`src/verilog/conv_pkg.sv`:
```
// image and kernel dimensions, data widths, stream and memory-write structs

package conv_pkg;

    //////////////////////////////////////////////////
    // frame and kernel geometry
    //////////////////////////////////////////////////

    localparam int IMG_W    = 8;
    localparam int IMG_H    = 8;
    localparam int KER_W    = 3;
    localparam int KER_H    = 3;
    localparam int KER_TAPS = KER_W * KER_H;
    localparam int PAD      = KER_W / 2;       // zero border on each side
    localparam int NUM_PIX  = IMG_W * IMG_H;

    //////////////////////////////////////////////////
    // widths
    //////////////////////////////////////////////////

    localparam int PIX_BW  = 8;
    localparam int WGT_BW  = 8;
    localparam int ACC_BW  = PIX_BW * 2 + KER_TAPS;
    localparam int ADDR_BW = $clog2(NUM_PIX);

    // sequencer counters
    localparam int ROW_BW  = $clog2(IMG_H);
    localparam int COL_BW  = $clog2(IMG_W);
    localparam int KROW_BW = $clog2(KER_H);
    localparam int KCOL_BW = $clog2(KER_W);
    localparam int TAP_BW  = $clog2(KER_TAPS);
    localparam int POS_BW  = ROW_BW + 2;       // signed source row/col, room for -PAD

    //////////////////////////////////////////////////
    // types
    //////////////////////////////////////////////////

    typedef logic        [PIX_BW-1:0]  pix_t;
    typedef logic signed [WGT_BW-1:0]  wgt_t;
    typedef logic signed [ACC_BW-1:0]  acc_t;
    typedef logic        [ADDR_BW-1:0] addr_t;

    typedef wgt_t [KER_TAPS-1:0] kernel_t;     // tap 0 = top left, row-major

    typedef struct packed {
        logic valid;
        logic last;
        pix_t data;
    } pix_stream_t;

    typedef struct packed {
        logic valid;
        logic last;
        wgt_t data;
    } wgt_stream_t;

    typedef struct packed {
        logic  we;
        addr_t addr;
        pix_t  data;
    } ram_wr_t;

    typedef struct packed {
        logic valid;
        logic last;
        acc_t data;
    } out_stream_t;

endpackage

```
`src/verilog/conv_loader.sv`:
```
// input loader: kernel weight capture, pixel-to-memory writes, start pulse

module conv_loader import conv_pkg::*;
(
    input  logic        i_clk,
    input  logic        i_rst,
    input  pix_stream_t i_pix,
    input  wgt_stream_t i_wgt,
    input  logic        i_busy,
    output ram_wr_t     o_wr,
    output kernel_t     o_kernel,
    output logic        o_start
);

    logic              wgt_take;
    logic              pix_take;
    logic [TAP_BW-1:0] wgt_cnt;
    addr_t             pix_cnt;
    kernel_t           kernel_q;

    logic  wr_en;
    logic  wr_last;
    addr_t wr_addr;
    pix_t  wr_data;
    logic  start_q;

    // nothing is taken while a frame is being computed
    assign wgt_take = i_wgt.valid && !i_busy;
    assign pix_take = i_pix.valid && !i_busy;

    //////////////////////////////////////////////////
    // kernel weights
    //////////////////////////////////////////////////

    always_ff @(posedge i_clk)
    begin
        if (i_rst)
        begin
            wgt_cnt  <= '0;
            kernel_q <= '0;
        end
        else if (wgt_take)
        begin
            if (wgt_cnt < KER_TAPS)
                kernel_q[wgt_cnt] <= i_wgt.data;
            if (i_wgt.last)
                wgt_cnt <= '0;
            else
                wgt_cnt <= wgt_cnt + 1'b1;
        end
    end

    //////////////////////////////////////////////////
    // pixel stream to frame memory
    //////////////////////////////////////////////////

    always_ff @(posedge i_clk)
    begin
        if (i_rst)
        begin
            pix_cnt <= '0;
            wr_en   <= 1'b0;
            wr_last <= 1'b0;
            start_q <= 1'b0;
        end
        else
        begin
            wr_en   <= pix_take;
            wr_last <= pix_take && i_pix.last;
            start_q <= wr_last;            // one cycle behind the final write
            if (pix_take)
            begin
                if (i_pix.last)
                    pix_cnt <= '0;
                else
                    pix_cnt <= pix_cnt + 1'b1;
            end
        end
    end

    // write payload
    always_ff @(posedge i_clk)
    begin
        wr_addr <= pix_cnt;
        wr_data <= i_pix.data;
    end

    assign o_wr     = '{we: wr_en, addr: wr_addr, data: wr_data};
    assign o_kernel = kernel_q;
    assign o_start  = start_q;

endmodule

```
`src/verilog/frame_ram.sv`:
```
// frame memory: one write port, one registered read port, single clock

module frame_ram import conv_pkg::*;
(
    input  logic    i_clk,
    input  ram_wr_t i_wr,
    input  addr_t   i_rd_addr,
    output pix_t    o_rd_data
);

    pix_t mem [NUM_PIX];
    pix_t rd_q;

    //////////////////////////////////////////////////
    // write port
    //////////////////////////////////////////////////

    always_ff @(posedge i_clk)
    begin
        if (i_wr.we)
            mem[i_wr.addr] <= i_wr.data;
    end

    //////////////////////////////////////////////////
    // read port, data one cycle after address
    //////////////////////////////////////////////////

    always_ff @(posedge i_clk)
    begin
        rd_q <= mem[i_rd_addr];
    end

    assign o_rd_data = rd_q;

endmodule

```
`src/verilog/conv_engine.sv`:
```
// convolution engine: window sequencer, padding mask, multiply-accumulate pipeline

module conv_engine import conv_pkg::*;
(
    input  logic        i_clk,
    input  logic        i_rst,
    input  logic        i_start,
    input  kernel_t     i_kernel,
    output addr_t       o_rd_addr,
    input  pix_t        i_rd_data,
    output out_stream_t o_out,
    output logic        o_busy
);

    // per-tap tag that rides along the pipeline
    typedef struct packed {
        logic              valid;
        logic              pad;
        logic              first;     // first tap of a window
        logic              ninth;     // final tap of a window
        logic              last_win;
        logic [TAP_BW-1:0] tap;
    } tap_tag_t;

    logic busy;
    logic issuing;

    logic [ROW_BW-1:0]  out_row;
    logic [COL_BW-1:0]  out_col;
    logic [KROW_BW-1:0] tap_row;
    logic [KCOL_BW-1:0] tap_col;

    logic signed [POS_BW-1:0] src_row;
    logic signed [POS_BW-1:0] src_col;
    logic                     src_pad;

    tap_tag_t tag0;
    tap_tag_t tag1;
    tap_tag_t tag2;
    tap_tag_t tag3;

    pix_t                           pix_m;
    logic signed [PIX_BW:0]         pix_op;
    wgt_t                           tap_wgt;
    logic signed [PIX_BW+WGT_BW:0]  prod;
    acc_t                           acc;

    logic out_valid;
    logic out_last;
    acc_t out_data;

    //////////////////////////////////////////////////
    // sequencer
    //////////////////////////////////////////////////

    always_ff @(posedge i_clk)
    begin
        if (i_rst)
        begin
            busy    <= 1'b0;
            issuing <= 1'b0;
            out_row <= '0;
            out_col <= '0;
            tap_row <= '0;
            tap_col <= '0;
        end
        else if (!busy)
        begin
            if (i_start)
            begin
                busy    <= 1'b1;
                issuing <= 1'b1;
                out_row <= '0;
                out_col <= '0;
                tap_row <= '0;
                tap_col <= '0;
            end
        end
        else
        begin
            if (out_valid && out_last)
                busy <= 1'b0;                  // drained
            if (issuing)
            begin
                if (tap_col == KER_W - 1)
                begin
                    tap_col <= '0;
                    if (tap_row == KER_H - 1)
                    begin
                        tap_row <= '0;
                        if (out_col == IMG_W - 1)
                        begin
                            out_col <= '0;
                            if (out_row == IMG_H - 1)
                                issuing <= 1'b0;
                            else
                                out_row <= out_row + 1'b1;
                        end
                        else
                            out_col <= out_col + 1'b1;
                    end
                    else
                        tap_row <= tap_row + 1'b1;
                end
                else
                    tap_col <= tap_col + 1'b1;
            end
        end
    end

    // source pixel of the current tap
    assign src_row = POS_BW'(out_row) + POS_BW'(tap_row) - POS_BW'(PAD);
    assign src_col = POS_BW'(out_col) + POS_BW'(tap_col) - POS_BW'(PAD);
    assign src_pad = (src_row < 0) || (src_row >= IMG_H) || (src_col < 0) || (src_col >= IMG_W);

    assign o_rd_addr = src_pad ? '0 : addr_t'(int'(src_row) * IMG_W + int'(src_col));

    assign tag0 = '{
        valid:    issuing,
        pad:      src_pad,
        first:    (tap_row == 0) && (tap_col == 0),
        ninth:    (tap_row == KER_H - 1) && (tap_col == KER_W - 1),
        last_win: (out_row == IMG_H - 1) && (out_col == IMG_W - 1),
        tap:      TAP_BW'(tap_row * KER_W + tap_col)
    };

    //////////////////////////////////////////////////
    // read, multiply, accumulate
    //////////////////////////////////////////////////

    always_ff @(posedge i_clk)
    begin
        if (i_rst)
        begin
            tag1 <= '0;
            tag2 <= '0;
            tag3 <= '0;
        end
        else
        begin
            tag1 <= tag0;
            tag2 <= tag1;
            tag3 <= tag2;
        end
    end

    assign pix_m   = tag1.pad ? '0 : i_rd_data;   // padding taps read as zero
    assign pix_op  = {1'b0, pix_m};
    assign tap_wgt = i_kernel[tag1.tap];

    always_ff @(posedge i_clk)
    begin
        prod <= pix_op * tap_wgt;
        if (tag2.valid)
        begin
            if (tag2.first)
                acc <= acc_t'(prod);
            else
                acc <= acc + acc_t'(prod);
        end
    end

    //////////////////////////////////////////////////
    // result stream
    //////////////////////////////////////////////////

    always_ff @(posedge i_clk)
    begin
        if (i_rst)
        begin
            out_valid <= 1'b0;
            out_last  <= 1'b0;
        end
        else
        begin
            out_valid <= tag3.valid && tag3.ninth;
            out_last  <= tag3.valid && tag3.ninth && tag3.last_win;
        end
    end

    always_ff @(posedge i_clk)
    begin
        out_data <= acc;
    end

    assign o_out  = '{valid: out_valid, last: out_last, data: out_data};
    assign o_busy = busy;

endmodule

```
`src/verilog/conv2d_top.sv`:
```
// top level: input loader, frame memory and convolution engine

module conv2d_top import conv_pkg::*;
(
    input  logic        i_clk,
    input  logic        i_rst,
    input  pix_stream_t i_pix,
    input  wgt_stream_t i_wgt,
    output out_stream_t o_out,
    output logic        o_busy
);

    ram_wr_t ram_wr;
    kernel_t kernel;
    logic    start;
    addr_t   rd_addr;
    pix_t    rd_data;

    //////////////////////////////////////////////////
    // producer
    //////////////////////////////////////////////////

    conv_loader u_loader
    (
        .i_clk    (i_clk),
        .i_rst    (i_rst),
        .i_pix    (i_pix),
        .i_wgt    (i_wgt),
        .i_busy   (o_busy),
        .o_wr     (ram_wr),
        .o_kernel (kernel),
        .o_start  (start)
    );

    //////////////////////////////////////////////////
    // frame buffer
    //////////////////////////////////////////////////

    frame_ram u_ram
    (
        .i_clk     (i_clk),
        .i_wr      (ram_wr),
        .i_rd_addr (rd_addr),
        .o_rd_data (rd_data)
    );

    //////////////////////////////////////////////////
    // consumer
    //////////////////////////////////////////////////

    conv_engine u_engine
    (
        .i_clk     (i_clk),
        .i_rst     (i_rst),
        .i_start   (start),
        .i_kernel  (kernel),
        .o_rd_addr (rd_addr),
        .i_rd_data (rd_data),
        .o_out     (o_out),
        .o_busy    (o_busy)
    );

endmodule

```
`config.mk`:
```
export PLATFORM = sky130hd
export DESIGN_NAME = conv2d_top
export DESIGN_NICKNAME = d
export VERILOG_FILES = /design/src/verilog/conv_pkg.sv /design/src/verilog/conv_loader.sv /design/src/verilog/frame_ram.sv /design/src/verilog/conv_engine.sv /design/src/verilog/conv2d_top.sv
export SDC_FILE = /design/constraint.sdc
export NUM_CORES = 1
export LEC_CHECK = 0
export ABC_AREA = 1
export BUFFER_PORTS_ARGS = -buffer_cell sky130_fd_sc_hd__buf_2
export CAP_MARGIN = 20
export CORE_ASPECT_RATIO = 1.75
export CORE_MARGIN = 2
export CORE_UTILIZATION = 63
export CTS_BUF_LIST = sky130_fd_sc_hd__clkbuf_2 sky130_fd_sc_hd__clkbuf_4 sky130_fd_sc_hd__clkbuf_8
export CTS_CLUSTER_DIAMETER = 30
export DETAILED_ROUTE_END_ITERATION = 10
export PLACE_DENSITY = 0.82
export SETUP_SLACK_MARGIN = 0.05
export SLEW_MARGIN = 20
export SYNTH_ARGS = -nofsm -noshare
export SYNTH_HDL_FRONTEND = slang
export SYNTH_SLANG_ARGS = --single-unit
```
`constraint.sdc`:
```
create_clock -name i_clk -period 12.6 [get_ports i_clk]
set_input_delay 2.52 -clock i_clk [delete_from_list [all_inputs] [get_ports i_clk]]
set_output_delay 2.52 -clock i_clk [all_outputs]
set_load 0.02 [all_outputs]
```
# Word-level counts from Yosys, hierarchy flattened

Memory sizes are Yosys's and may differ from the RTL's. A register that Yosys moved wholly into a read port is not among the register bits.
Cells that the tools add are included.
W data, S select, Z words.

Memory bits (read-only): 0
Bits in latches: 0
Memories: 1
Output and inout bits: 28
Input port bits: 22
Register bits: 196
RAM bits: 512

Memories:

| memory    | depth | width | rd ports | clocked after Yosys merged registers in | write ports | RTL line        | text |
|---|---|---|---|---|---|---|---|
| u_ram.mem | 64    | 8     | 1        | 1                                       | 1           | frame_ram.sv:11 | `pix_t mem [NUM_PIX];` |

$add $sub $neg: 13
Bitwise operators: 0
Order comparisons: 8
Multipliers: 2
Divide/modulo/power cells: 0
Shift operators: 0
Eq/ne operators: 9
Mux-type cells: 42
Reductions and logical operators: 22

Operator list:

| kind                  | number |
|---|---|
| $bwmux W72            | 1 |
| $mux W3               | 12 |
| $bmux W8 S4           | 1 |
| $demux W8 S4          | 1 |
| $add A25 B17 Y25      | 1 |
| $mux W25              | 1 |
| $mux W8               | 3 |
| $mul A9 B8 Y17        | 1 |
| $mux W2               | 8 |
| $mux W1               | 12 |
| $mux W6               | 2 |
| $ge A5 B5 Y1 const B  | 2 |
| $logic_and A1 B1 Y1   | 10 |
| $lt A4 B5 Y1 const B  | 2 |
| $lt A5 B1 Y1 const B  | 2 |
| $ne A2 B2 Y1 const B  | 5 |
| $sub A4 B1 Y5 const B | 2 |
| $add A3 B2 Y4         | 2 |
| $add A3 B1 Y3 const B | 2 |
| $add A6 B1 Y6 const B | 1 |
| $add A6 B5 Y6         | 1 |
| $eq A3 B3 Y1 const B  | 2 |
| $reduce_and A6 Y1     | 1 |
| $add A2 B1 Y2 const B | 2 |
| other kinds (14)      | 19 |

# Logic depth before layout (Yosys ltp)

Word-level depth: 7
Gate-level depth with buffers: 26
Depth with buffers taken out: 25

# Modules after synthesis

Synthesis repeated with hierarchy kept, for this count alone.

Cells, all modules: 3382
Area, all modules: 32987.9 µm²

Modules (own cells, without submodules):

| module      | sequential area each (µm²) | instances | cells an instance | area an instance (µm²) |
|---|---|---|---|---|
| frame_ram   | 15534.9                    | 1         | 1805              | 21339.2 |
| conv_engine | 2192.1                     | 1         | 1127              | 8085.3 |
| conv_loader | 1981.9                     | 1         | 450               | 3563.4 |

# Least setup slack after synthesis

No wires, ideal clock.

Path kind: register to register
Start point: register u_engine.tag1[0] (netlist name)
End point: register u_engine.prod[14]
Arrival: 5.029 ns
Required time: 12.528 ns
Path buffers: 2
Setup time: 0.072 ns
Setup slack: 7.499 ns
Cell stages (with the launch flop): 26
Cell sequence: dfxtp_1 > buf_2 > buf_2 > a21oi_1 > o21ai_0 > o211ai_1 > nand3_1 > nand2_1 > inv_1 > nor2_1 > fa_1 > inv_1 > fa_1 > inv_1 > fa_1 > inv_1 > fa_1 > inv_1 > ha_1 > nand2_1 > o21ai_0 > a21boi_0 > o21ai_0 > nand2_1 > a21oi_1 > xor2_1

Cells in the longest elaborated chain, start to end: 3

Ends and longest elaborated chain:

| item                          | RTL line           | text |
|---|---|---|
| start: declaration            | conv_engine.sv:38  | `tap_tag_t tag1;` |
| start signal: assignment      | conv_engine.sv:141 | `tag1 <= tag0;` |
| $bmux W8 S4                   | conv_engine.sv:149 | `assign tap_wgt = i_kernel[tag1.tap];` |
| $mux W8 (implied by the code) | conv_engine.sv:149 |  |
| $mul A9 B8 Y17                | conv_engine.sv:153 | `prod <= pix_op * tap_wgt;` |
| end signal: assignment        | conv_engine.sv:153 |  |
| end: declaration              | conv_engine.sv:45  | `logic signed [PIX_BW+WGT_BW:0] prod;` |

Every way passes these cells. The select of a mux whose other input is x is not followed.
A chain may end at the register's enable or synchronous reset.

# Worst setup path after layout

Same ends and word-level chain as after synthesis.

==> summary.log <==
[status] status finished clean
[final_layout] fraction of layout instances using a drive strength above 1 0.1040
[floorplanning] die width 177.6 um
[sta] relative slew slack 0.2253
[power] largest vdd supply drop 0.0001271 V
[synth] gate count after technology mapping 3326
[placed_design] number of I/O port buffers 49
[global_routing] global routing usage summed across all routing layers 0.3160
[synth] dominant synthesized flop cell edfxtp_1
[synth] sequential area share after synthesis 0.5933
[sta] final count of pins violating max slew 0
[sta] summed negative setup slack over all endpoints 0 ps
[critical_path] critical path endpoint category flip-flop
[final_layout] final design instance area without fill 36220 um2
[floorplanning] placeable core area 52220 um2
[synth] Async SR Flop Fraction 0
[clocking] number of sinks on the clock net 716
[global_routing] remaining global-route overflow 0
[critical_path] Critical Path Max Stage Delay 540 ps
[floorplanning] initial cell density of the core 0.6362
[clocking] clk slew on worst S/H paths 70 ps
[global_routing] first-pass GRT wire length 131.0 mm
[floorplanning] Die Span Y 307.8 um
[final_layout] area grow syn2layout 9.035%
[sta] Final Hold Viols 0
[sta] worst slack on hold paths 363.4 ps
[detailed_routing] Total Routed Length 86.04 mm
[clocking] post-CTS setup-driven buffer insertion count 0
[clocking] TritonCTS Buffers 106
[critical_path] worst endpoint required time 13240 ps
[detailed_routing] vias per std cell 5.988
[sta] transition time at the pin with the least slew margin 1162 ps
[critical_path] Worst Path Max Fanout 50
[clocking] CTS tree done
[synth] share of the synthesized area in the top cell type 0.4854
[sta] RSZ-0062 raised after global routing no
[detailed_routing] average routed wire per standard cell 20.93 um
[critical_path] data arrival time of the critical path 6790 ps
[synth] Yosys reg bits 716
[synth] Area contributors post-synth edfxtp_1 49%, dfxtp_1 11%, nand3_1 7.7%
[synth] Yosys Warn Count 0
[synth] post-synthesis area per instance 9.989 um2
[detailed_routing] DRC viols 0
[final_layout] final core area utilization 0.6937
[detailed_routing] number of vias in the routed layout 24615
[critical_path] critical path start-end classification flip-flop to flip-flop
[clocking] maximum buffer depth of the clock tree 3
[placed_design] area after detailed placement 33770 um2
[power] power density over cell area 138.7 nW/um2
[final_layout] most common cell after layout, fill and taps aside edfxtp_1
[min_path] worst hold-check path type flip-flop to flip-flop
[critical_path] CP startpoint kind flip-flop
[placed_design] Detailed Place HPWL 55.81 mm
[placed_design] RePlAce Congestion 0.9809
[sta] Final period util 0.4881
[synth] number of flops mapped to enable cells by yosys 537
[synth] distinct cell type count of the synthesized netlist 44
[sta] final critical path time including I/O delays and setup 6150 ps
[power] static leakage 14.69 nW
[detailed_routing] remaining antenna violation count after routing 0
[synth] combined area of all synthesized cells 33220 um2
[final_layout] Final #Nets 3498
[synth] cell type contributing the most total cell area after synthesis edfxtp_1
[clocking] count of H-tree levels built during CTS 3
[clocking] post-cts sizing count 0
[sta] maximum clock frequency 162.6 MHz
[floorplanning] die outline area 54660 um2
[sta] final setup skew 40.16 ps
[critical_path] slowest library cell on the worst path fa_1
[sta] # setup viols final 0
[clocking] Clk Tree Root Cell clkbuf_8
[final_layout] commonest cells after routing, fill and taps aside 537 x edfxtp_1, 508 x nand3_1, 423 x inv_1
[critical_path] crit-path most repeated cell inv_1
[job] Max Cap Violations 0
[floorplanning] number of placement rows 111
[detailed_routing] detailed router's first-iteration violation count 2874
[clocking] clock latency at the later pin of the worst-skew pair 720 ps
[detailed_routing] router iterations before antenna repair 6
[clocking] CTS hold repair buffers 0
[floorplanning] count of pins on the block boundary 50
[global_routing] initial antenna violation count 1
[global_routing] number of global-route vias before repair 24668
[global_routing] pin count of the biggest net entering global routing 108
[critical_path] critical-path cell list buf_4, inv_1, nor2_1, o21ai_0, o211ai_1, nand2_1, inv_1, nor2_1, fa_1, inv_1, fa_1, inv_1, fa_1, inv_1, fa_1, inv_1, ha_1, nand2_1, o21ai_0, a21boi_0, o21ai_0, nand2_1, a21oi_1, xor2_1
[synth] Syn Nets 3485
[power] final total power 5.024 mW
power breakdown:
group	switching (mW)	internal, mW
sequential	0.0421	2.56
combinational	0.194	0.0931
clock	0.927	1.21
cell families (layout without fill, tap and decap cells):
family | after synthesis | after routing | share of synthesized area
AO/OA/AOI/OAI | 354 | 354 | 0.06139
AND/OR/NAND/NOR | 1500 | 1500 | 0.2067
other | 0 | 1 | 0
flip-flops | 716 | 716 | 0.5933
adder cells (fa/ha/maj) | 137 | 137 | 0.06131
buffers and inverters | 597 | 703 | 0.07160
XOR/XNOR | 22 | 22 | 0.005800
stage by stage:
step	setup WS [ps]	instances
after global placement	6623	3909
after global routing	6053	4111
after floorplan	7499	3326
final	6450	4111
after CTS	6434	4110
after detailed placement	6470	3909
worst max-delay path, delay by kind of cell (launching register included):
kind / cells / cell delay, ps
xor+xnor: 1 / 160
compound gates: 6 / 1420
buf+inv: 7 / 1150
flops: 1 / 320
fa+ha+maj: 5 / 2490
simple gates: 5 / 530
path summary, 6_finish.rpt:
check                           cells after the start                    end  slack [ps]             start
worst max-delay path                               24      u_engine.prod[14]        6450  u_engine.tag1[0]
worst min-delay path                                0  u_engine.out_data[13]         360  u_engine.acc[13]
worst max register to register                     24      u_engine.prod[14]        6450  u_engine.tag1[0]
worst min register to register                      0  u_engine.out_data[13]         360  u_engine.acc[13]
layout make-up:
| cell class | instances | area, um2 |
|---|---|---|
| sequential | 716 | 19730 |
| fill | 3863 | 16000 |
| multi-input combinational | 2013 | 11150 |
| clock buffer | 135 | 1733 |
| inverter | 430 | 1619 |
| tap | 678 | 848.3 |
| clock inverter | 66 | 719.4 |
| timing repair buffer | 72 | 417.9 |
| antenna | 1 | 2.502 |
sequential cells by signal (all words and copies together), names as in the netlist, 2 cells and up:
name / count
u_engine.acc: 25
u_loader.wr_addr: 6
u_engine.out_data: 25
u_loader.wgt_cnt: 4
u_engine.tag3: 3
u_engine.prod: 17
u_loader.wr_data: 8
u_engine.tap_col: 2
u_ram.mem: 512
u_ram.o_rd_data: 8
u_loader.o_kernel: 72
u_engine.tap_row: 2
u_engine.out_row: 3
u_engine.tag1: 9
u_loader.pix_cnt: 6
u_engine.tag2: 4
u_engine.out_col: 3
cells in the mapped netlist, drive strengths merged, types with 71 or more instances:
cell type / n
nand3: 511
nand3b: 76
edfxtp: 537
dfxtp: 179
inv: 428
nor2: 395
a21oi: 98
buf: 86
nand2: 411
ha: 94
o21ai: 169
clkbuf: 81
or2: 71
routing by layer:
metal / routed length, um / GRT usage / vias to the layer above
li1: - / - / 11283
met1: 27450 / 0.3204 / 11638
met2: 45180 / 0.5693 / 1297
met3: 6197 / 0.05086 / 397
met4: 7208 / 0.2451 / 0
met5: 0 / 0 / -
Power figures use the tool's default switching activity.
